--- src/include/fpRound_defs.svh ---
`ifndef FPROUND_DEFS_SVH
`define FPROUND_DEFS_SVH

// --------------------
// binary32 field widths
// --------------------
`define FP_EXP_W   8    // biased exponent
`define FP_FRAC_W  23   // stored fraction, hidden bit excluded

// --------------------
// array shape
// --------------------
`define FP_LANES   4    // rounding lanes per beat

// global mode register after reset, nearest ties to even
`define FP_RM_DEFAULT 0

`endif

--- src/fpRoundPkg.sv ---
`include "fpRound_defs.svh"

package fpRoundPkg;

	// --------------------
	// field widths
	// --------------------
	typedef logic [`FP_EXP_W-1:0]  fpExp;      // biased exponent
	typedef logic [`FP_FRAC_W-1:0] fpFrac;     // stored fraction
	typedef logic [`FP_FRAC_W+3:0] fpIntMant;  // hidden, fraction, guard, round, sticky
	typedef logic [2:0]            roundMode;  // 0..4 IEEE modes, 5/6 truncate, 7 dynamic

	// unrounded operand, 36 bits
	typedef struct packed {
		logic     sign;
		fpExp     exp;
		fpIntMant mant;
	} fpInter;

	// packed binary32 result
	typedef struct packed {
		logic  sign;
		fpExp  exp;
		fpFrac frac;
	} fpWord;

	typedef struct packed {
		fpInter   opnd;
		roundMode mode;   // resolved by the dispatcher before it reaches a lane
	} laneOp;

	typedef struct packed {
		fpWord word;
		logic  inexact;
		logic  overflow;
	} laneRes;

	typedef struct packed {
		logic inexact;
		logic overflow;
	} fpFlags;

endpackage

--- src/roundDispatch.sv ---
`include "fpRound_defs.svh"

module roundDispatch (
	input  logic                   clk,
	input  logic                   rstN,
	input  logic                   ce,
	input  logic                   inValid,
	input  fpRoundPkg::laneOp      ops [`FP_LANES],
	input  fpRoundPkg::roundMode   globalMode,
	input  logic                   globalModeWr,
	output fpRoundPkg::laneOp      laneOpQ [`FP_LANES],
	output logic                   dispValid
);
	import fpRoundPkg::*;

	localparam roundMode RM_DYN = 3'd7;  // lane asks for the global mode

	roundMode gMode;                      // global mode register
	laneOp    opRes [`FP_LANES];          // requests with the mode resolved

	// --------------------
	// global mode register
	// --------------------
	// written regardless of ce
	// a beat registered in the same cycle still picks up the old value
	always_ff @(posedge clk or negedge rstN) begin
		if (!rstN)
			gMode <= roundMode'(`FP_RM_DEFAULT);
		else if (globalModeWr)
			gMode <= globalMode;
	end

	// --------------------
	// mode resolution
	// --------------------
	always_comb begin
		for (int i = 0; i < `FP_LANES; i++) begin
			opRes[i] = ops[i];              // operand goes through untouched
			if (ops[i].mode == RM_DYN)
				opRes[i].mode = gMode;      // dynamic takes the current global mode
		end
	end

	// operand register
	always_ff @(posedge clk) begin
		if (ce)
			laneOpQ <= opRes;
	end

	// valid travels alongside the operands
	always_ff @(posedge clk or negedge rstN) begin
		if (!rstN)
			dispValid <= 1'b0;
		else if (ce)
			dispValid <= inValid;
	end

endmodule

--- src/fpRoundLane.sv ---
`include "fpRound_defs.svh"

module fpRoundLane (
	input  logic               clk,
	input  logic               rstN,
	input  logic               ce,
	input  logic               validIn,
	input  fpRoundPkg::laneOp  op,
	output fpRoundPkg::laneRes res,
	output logic               validOut
);
	import fpRoundPkg::*;

	localparam int FW = `FP_FRAC_W;
	localparam int EW = `FP_EXP_W;

	// --------------------
	// operand fields
	// --------------------
	logic     sgn;
	fpExp     expIn;
	fpIntMant mant;
	fpFrac    fracIn;
	logic     hid;       // hidden bit
	logic     lsb;       // fraction lsb, decides ties to even
	logic     grd;       // guard
	logic     rb;        // round
	logic     stk;       // sticky
	logic     xInf;      // exponent all ones, inf or NaN
	logic     dn;        // denormal or zero
	logic     tie;       // exactly half an ulp lost
	logic     anyLost;   // something below the lsb was nonzero

	assign sgn     = op.opnd.sign;
	assign expIn   = op.opnd.exp;
	assign mant    = op.opnd.mant;
	assign hid     = mant[FW+3];
	assign fracIn  = mant[FW+2:3];
	assign lsb     = mant[3];
	assign grd     = mant[2];
	assign rb      = mant[1];
	assign stk     = mant[0];
	assign xInf    = &expIn;
	assign dn      = (expIn == '0);
	assign tie     = grd & ~(rb | stk);
	assign anyLost = grd | rb | stk;

	// --------------------
	// round bit
	// --------------------
	logic rnd;

	always_comb begin
		rnd = 1'b0;
		if (!xInf) begin                                // inf and NaN never round
			case (op.mode)
				3'd0: rnd = (grd & (rb | stk)) | (lsb & tie); // nearest, ties to even
				3'd1: rnd = 1'b0;                           // toward zero
				3'd2: rnd = anyLost & ~sgn;                 // toward +inf
				3'd3: rnd = anyLost & sgn;                  // toward -inf
				3'd4: rnd = grd;                            // nearest, ties away
				default: rnd = 1'b0;                        // 5 and 6 truncate
			endcase
		end
	end

	// --------------------
	// add and carry
	// --------------------
	logic [FW+1:0] mantSum;   // carry out, hidden, fraction
	logic          carry;     // 1.11..1 rolled over to 10.0
	logic          dnUp;      // denormal grew a hidden bit
	logic          bump;      // exponent increments
	fpExp          expRnd;
	logic          expMax;    // rounded exponent hit all ones
	fpFrac         fracRnd;

	assign mantSum = {1'b0, hid, fracIn} + {{(FW+1){1'b0}}, rnd};
	assign carry   = mantSum[FW+1];
	assign dnUp    = dn & mantSum[FW];
	assign bump    = rnd & (carry | dnUp);
	assign expRnd  = expIn + {{(EW-1){1'b0}}, bump};
	assign expMax  = &expRnd;

	// stored fraction for each case of rounding, carry and denormal
	always_comb begin
		casez ({rnd, expMax, carry, dn})
			4'b0???: fracRnd = fracIn;               // no rounding, fraction as is
			4'b11??: fracRnd = '0;                   // rounded up to infinity
			4'b1000: fracRnd = mantSum[FW-1:0];      // normal, exponent unchanged
			4'b1001: fracRnd = mantSum[FW-1:0];      // denormal, hidden bit moved to exp
			4'b101?: fracRnd = mantSum[FW:1];        // carry, renormalize by one
			default: fracRnd = fracIn;
		endcase
	end

	// --------------------
	// output register
	// --------------------
	always_ff @(posedge clk) begin
		if (ce) begin
			res.word.sign <= sgn;
			res.word.exp  <= expRnd;                 // equals expIn when nothing carried
			res.word.frac <= fracRnd;
			res.inexact   <= ~xInf & anyLost;
			res.overflow  <= rnd & expMax;           // rnd already excludes inf/NaN
		end
	end

	always_ff @(posedge clk or negedge rstN) begin
		if (!rstN)
			validOut <= 1'b0;
		else if (ce)
			validOut <= validIn;
	end

endmodule

--- src/roundCollect.sv ---
`include "fpRound_defs.svh"

module roundCollect (
	input  logic                clk,
	input  logic                rstN,
	input  logic                ce,
	input  logic                laneValid,
	input  fpRoundPkg::laneRes  laneRes [`FP_LANES],
	input  logic                flagClr,
	output logic                outValid,
	output fpRoundPkg::fpWord   results [`FP_LANES],
	output fpRoundPkg::fpFlags  flags [`FP_LANES],
	output fpRoundPkg::fpFlags  stickyFlags
);
	import fpRoundPkg::*;

	fpFlags laneOr;     // flags ORed across all lanes of this beat
	fpFlags newFlags;   // what gets merged into the sticky register

	// --------------------
	// lane reduction
	// --------------------
	always_comb begin
		laneOr = '0;
		for (int i = 0; i < `FP_LANES; i++) begin
			laneOr.inexact  = laneOr.inexact  | laneRes[i].inexact;
			laneOr.overflow = laneOr.overflow | laneRes[i].overflow;
		end
	end

	// only a valid, enabled beat contributes
	assign newFlags = (ce && laneValid) ? laneOr : '0;

	// results and per-beat flags
	always_ff @(posedge clk) begin
		if (ce) begin
			for (int i = 0; i < `FP_LANES; i++) begin
				results[i]        <= laneRes[i].word;
				flags[i].inexact  <= laneRes[i].inexact;
				flags[i].overflow <= laneRes[i].overflow;
			end
		end
	end

	always_ff @(posedge clk or negedge rstN) begin
		if (!rstN)
			outValid <= 1'b0;
		else if (ce)
			outValid <= laneValid;
	end

	// --------------------
	// sticky flags
	// --------------------
	always_ff @(posedge clk or negedge rstN) begin
		if (!rstN)
			stickyFlags <= '0;
		else if (flagClr)
			stickyFlags <= newFlags;                  // flags arriving now outlive the clear
		else
			stickyFlags <= stickyFlags | newFlags;
	end

endmodule

--- src/fpRoundArray.sv ---
`include "fpRound_defs.svh"

module fpRoundArray (
	input  logic                  clk,
	input  logic                  rstN,
	input  logic                  ce,
	input  logic                  inValid,
	input  fpRoundPkg::laneOp     ops [`FP_LANES],
	input  fpRoundPkg::roundMode  globalMode,
	input  logic                  globalModeWr,
	input  logic                  flagClr,
	output logic                  outValid,
	output fpRoundPkg::fpWord     results [`FP_LANES],
	output fpRoundPkg::fpFlags    flags [`FP_LANES],
	output fpRoundPkg::fpFlags    stickyFlags
);
	import fpRoundPkg::*;

	laneOp                laneOpQ [`FP_LANES];   // dispatcher -> lanes
	laneRes               laneResQ [`FP_LANES];  // lanes -> collector
	logic [`FP_LANES-1:0] laneValid;             // per-lane valid copies, lane 0 drives on
	logic                 dispValid;

	// stage 1, register beat and resolve modes
	roundDispatch uDispatch (
		.clk          (clk),
		.rstN         (rstN),
		.ce           (ce),
		.inValid      (inValid),
		.ops          (ops),
		.globalMode   (globalMode),
		.globalModeWr (globalModeWr),
		.laneOpQ      (laneOpQ),
		.dispValid    (dispValid)
	);

	// stage 2, one rounder per lane
	for (genvar g = 0; g < `FP_LANES; g++) begin : gLane
		fpRoundLane uLane (
			.clk      (clk),
			.rstN     (rstN),
			.ce       (ce),
			.validIn  (dispValid),
			.op       (laneOpQ[g]),
			.res      (laneResQ[g]),
			.validOut (laneValid[g])
		);
	end

	// stage 3, results out plus flag accumulation
	roundCollect uCollect (
		.clk         (clk),
		.rstN        (rstN),
		.ce          (ce),
		.laneValid   (laneValid[0]),
		.laneRes     (laneResQ),
		.flagClr     (flagClr),
		.outValid    (outValid),
		.results     (results),
		.flags       (flags),
		.stickyFlags (stickyFlags)
	);

endmodule

--- config.mk ---
export PLATFORM = sky130hd
export DESIGN_NAME = fpRoundArray
export DESIGN_NICKNAME = d
export VERILOG_FILES = /design/src/fpRoundPkg.sv /design/src/roundDispatch.sv /design/src/fpRoundLane.sv /design/src/roundCollect.sv /design/src/fpRoundArray.sv
export VERILOG_INCLUDE_DIRS = /design/src /design/src/include
export SDC_FILE = /design/constraint.sdc
export NUM_CORES = 1
export LEC_CHECK = 0
export BUFFER_PORTS_ARGS = -buffer_cell sky130_fd_sc_hd__buf_2
export CORE_ASPECT_RATIO = 0.7
export CORE_MARGIN = 2
export CORE_UTILIZATION = 52
export CTS_BUF_LIST = sky130_fd_sc_hd__clkbuf_4
export DETAILED_ROUTE_END_ITERATION = 6
export HOLD_SLACK_MARGIN = 0.02
export PLACE_DENSITY = 0.89
export SLEW_MARGIN = 30
export SYNTH_ARGS = -nofsm -noshare
export SYNTH_HDL_FRONTEND = slang
export SYNTH_SLANG_ARGS = --single-unit
export TNS_END_PERCENT = 5
--- constraint.sdc ---
create_clock -name clk -period 4.5 [get_ports clk]
set_input_delay 0.225 -clock clk [delete_from_list [all_inputs] [get_ports clk]]
set_output_delay 0.225 -clock clk [all_outputs]
set_load 0.005 [all_outputs]
==> flow_summary.yaml <==
placement:
  place_congestion: 0.9135
  port_buffers: 303
  dp_hpwl_um: 29670
setup_path:
  path_cells: "and3_1 -> and3_1 -> o21bai_1 -> inv_1 -> ha_2 -> ha_2 -> nand4_1 -> nor3_4 -> nand3_1 -> nor2_1 -> o21bai_1 -> a21oi_2 -> ha_2 -> ha_2 -> nand3_2 -> nor4b_4 -> nor3_2 -> buf_6 -> nand2b_1 -> a31oi_2"
  max_stage_delay_ns: 0.46
  required_ns: 5.07
  cp.arrival_ns: 4.99
  critPathCaptureType: "flip-flop"
  critPathLaunchType: "flip-flop"
  cp_common_cell: "ha_2"
  cp_slowest_cell: "edfxtp_1"
  crit_fanout: 13
  worstSetupPathType: "reg -> reg"
final_layout:
  drive_gt1_share_pct: 32.63
  fin_util_pct: 70.58
  nets: 1990
  area_growth_pct: 34.58
route:
  dr.pass1.iters: 6
  drt_iter0_drc: 1191
  vias_per_cell: 5.637
  postRouteAntennaNets: 0
  drt_wl_total_um: 47130
  dr_total_vias: 13120
  drc: 0
  wire_per_inst_um: 20.24
timing:
  final.period_utilization_pct: 98.03
  rsz0062_at_grt: "true"
  worst_pin_slew_ns: 0.9479
  slew_headroom_pct: 36.64
  min_period_ns: 4.412
  fmax_ghz: 0.2267
  slew_violations: 0
  fin_skew_ns: 0.04603
  fin_hold_ws_ns: 0.1422
  finalSetupViolations: 0
  hold_viol: 0
synthesis:
  syn_inst: 1171
  yosys.area.top_type_share_pct: 73.64
  synth_top_flop_cell: "edfxtp_1"
  yosys.cell_types.count: 68
  async_flop_share_pct: 1.835
  yosysTopAreaCell: "edfxtp_1"
  yosysWarnings: 0
  ys_top_cells_by_count: "edfxtp_1, nand2_1, nand3_1"
  synth-seq-cells: 436
  synth_most_common_cell: "edfxtp_1"
  syn_area_mm2: 0.01745
  yosys-top-cells-area: "edfxtp_1, nand3_1, nand2_1, a21oi_1, o21ai_0"
  avgSynthCellArea_um2: 14.90
  synth-edff-count: 428
  synthesis.nets: 1352
  ys_seq_area_share_pct: 74.79
floorplanning:
  die_h_um: 157.3
  fp.dieW_um: 223.0
  ios: 304
  start_util_pct: 52.44
  die_area_mm2: 0.03507
  rows: 56
  coreArea_mm2: 0.03328
clocking:
  clk_pin_slew_ns: 0.08
  tritoncts: "done"
  htreeDepth: 3
  clock_latency_ns: 0.80
  clockBufferDepth: 3
  cts_root_buf: "clkbuf_4"
  cts_sinks: 436
  cts_made_buffers: 100
min_path:
  hp-class: "in -> reg"
grt:
  overflow: 0
  grt_max_degree: 116
  antenna_found_initial: 7
  grt_pass1_vias: 12980
  grt_pass1_wl_um: 69710
  grtUsageTotal_pct: 25.98
run_status:
  status: "finished, final reports clean"
power_and_ir_drop:
  power_leakage_uw: 0.008986
  power_density_mw_per_mm2: 388.8
  peakVddDrop_uv: 306.6
  p_total_uw: 9132
job:
  max-cap-violations: 0
[sequential cells by signal, indices dropped and copies added (netlist names)]
register and cells:
uCollect.results 128, uDispatch.laneOpQ 156, uCollect.outValid 1, uDispatch.gMode 3
uDispatch.dispValid 1, uCollect.flags 8, uCollect.stickyFlags 2, gLane.uLane.res 136
gLane.uLane.validOut 1
[metrics by stage]
stage	area, µm²	TNS, ns	worst slack [ns]	std cells
after global routing	23490	-0.5408	-0.06838	2328
after CTS	23170	0	0.002055	2304
final	23490	0	0.08849	2328
after detailed placement	20060	-1.150	-0.1283	1951
after floorplan	17580	-0.06173	-0.01989	1171
after global placement	20060	0	0.006040	1951
[worst max-delay path, delay by kind of cell (launching register included)]
| family | cells | cell delay, ns |
|---|---|---|
| AOI/OAI and AO/OA | 4 | 0.72 |
| adders and majority gates | 4 | 1.01 |
| buffers and inverters | 2 | 0.32 |
| DFF | 1 | 0.46 |
| and+or+nand+nor | 10 | 1.70 |
[cell usage in the layout (no fill, tap or decap), types with 21 or more instances in the layout]
cell type / netlist / layout
edfxtp_1: 428 / 428
buf_2: 7 / 302
dlygate4sd3_1: 0 / 175
clkbuf_4: 0 / 146
nand2_1: 82 / 81
buf_4: 0 / 80
nand3_1: 77 / 74
nor2_1: 60 / 57
a21oi_1: 48 / 45
o21ai_0: 47 / 44
a31oi_1: 35 / 34
inv_1: 31 / 30
and3_1: 27 / 27
nand4_1: 23 / 23
clkinv_1: 0 / 23
a22o_1: 21 / 21
[what timing repair did]
item,in CTS,in global routing
pin swaps,0,15
endpoints found under the setup margin,33,82
buffers inserted,0,14
hold endpoints to repair,274,0
cloned,0,2
resized for setup,7,43
hold buffers,175,0
[power by group]
part / switching [µW] / internal (µW) / leakage, µW / total (µW)
combinational: 438 / 400 / 0.00392 / 838
sequential: 206 / 4830 / 0.00428 / 5030
clock: 1540 / 1720 / 0.000781 / 3260
total: 2190 / 6940 / 0.00899 / 9130
[metal layers]
metal / global-route usage, % / vias up / wire (µm)
met2: 42.90 / 765 / 23380
li1: - / 5973 / -
met3: 5.955 / 128 / 3797
met5: 0 / - / 0
met1: 33.32 / 6256 / 18230
met4: 11.47 / 0 / 1716
[cell type report]
class / count / area [µm²]
multi-input cells: 676 / 4474
repair buffers: 562 / 3941
well taps: 435 / 544.3
clock inverters: 32 / 236.5
fillers: 2109 / 9793
diodes: 8 / 20.02
inverters: 33 / 123.9
flip-flops and latches: 436 / 13050
clock buffers: 146 / 1096
[cells by family after synthesis]
kind of cell / count (synthesis) / share of synthesized area (%)
flip-flops: 436 / 74.79
AND/OR/NAND/NOR: 375 / 11.30
AO/OA/AOI/OAI: 239 / 9.026
buffers and inverters: 60 / 1.341
XOR/XNOR: 32 / 1.606
adder cells (fa/ha/maj): 16 / 1.147
multiplexers: 13 / 0.7958
[final timing paths]
path	from	end	slack, ns	cells past startpoint
worst max-delay path	uDispatch.laneOpQ[36]	gLane[3].uLane.res[15]	0.09	20
worst min-delay path	ops[146]	uDispatch.laneOpQ[146]	0.14	2
worst max register to register	uDispatch.laneOpQ[36]	gLane[3].uLane.res[15]	0.09	20
worst min register to register	gLane[1].uLane.res[13]	uCollect.results[75]	0.39	0
max in group asynchronous	rstN	uCollect.stickyFlags[1]	3.68	3
min in group asynchronous	rstN	uDispatch.gMode[1]	0.51	3
Note: power is estimated with default switching activity, not from simulation.
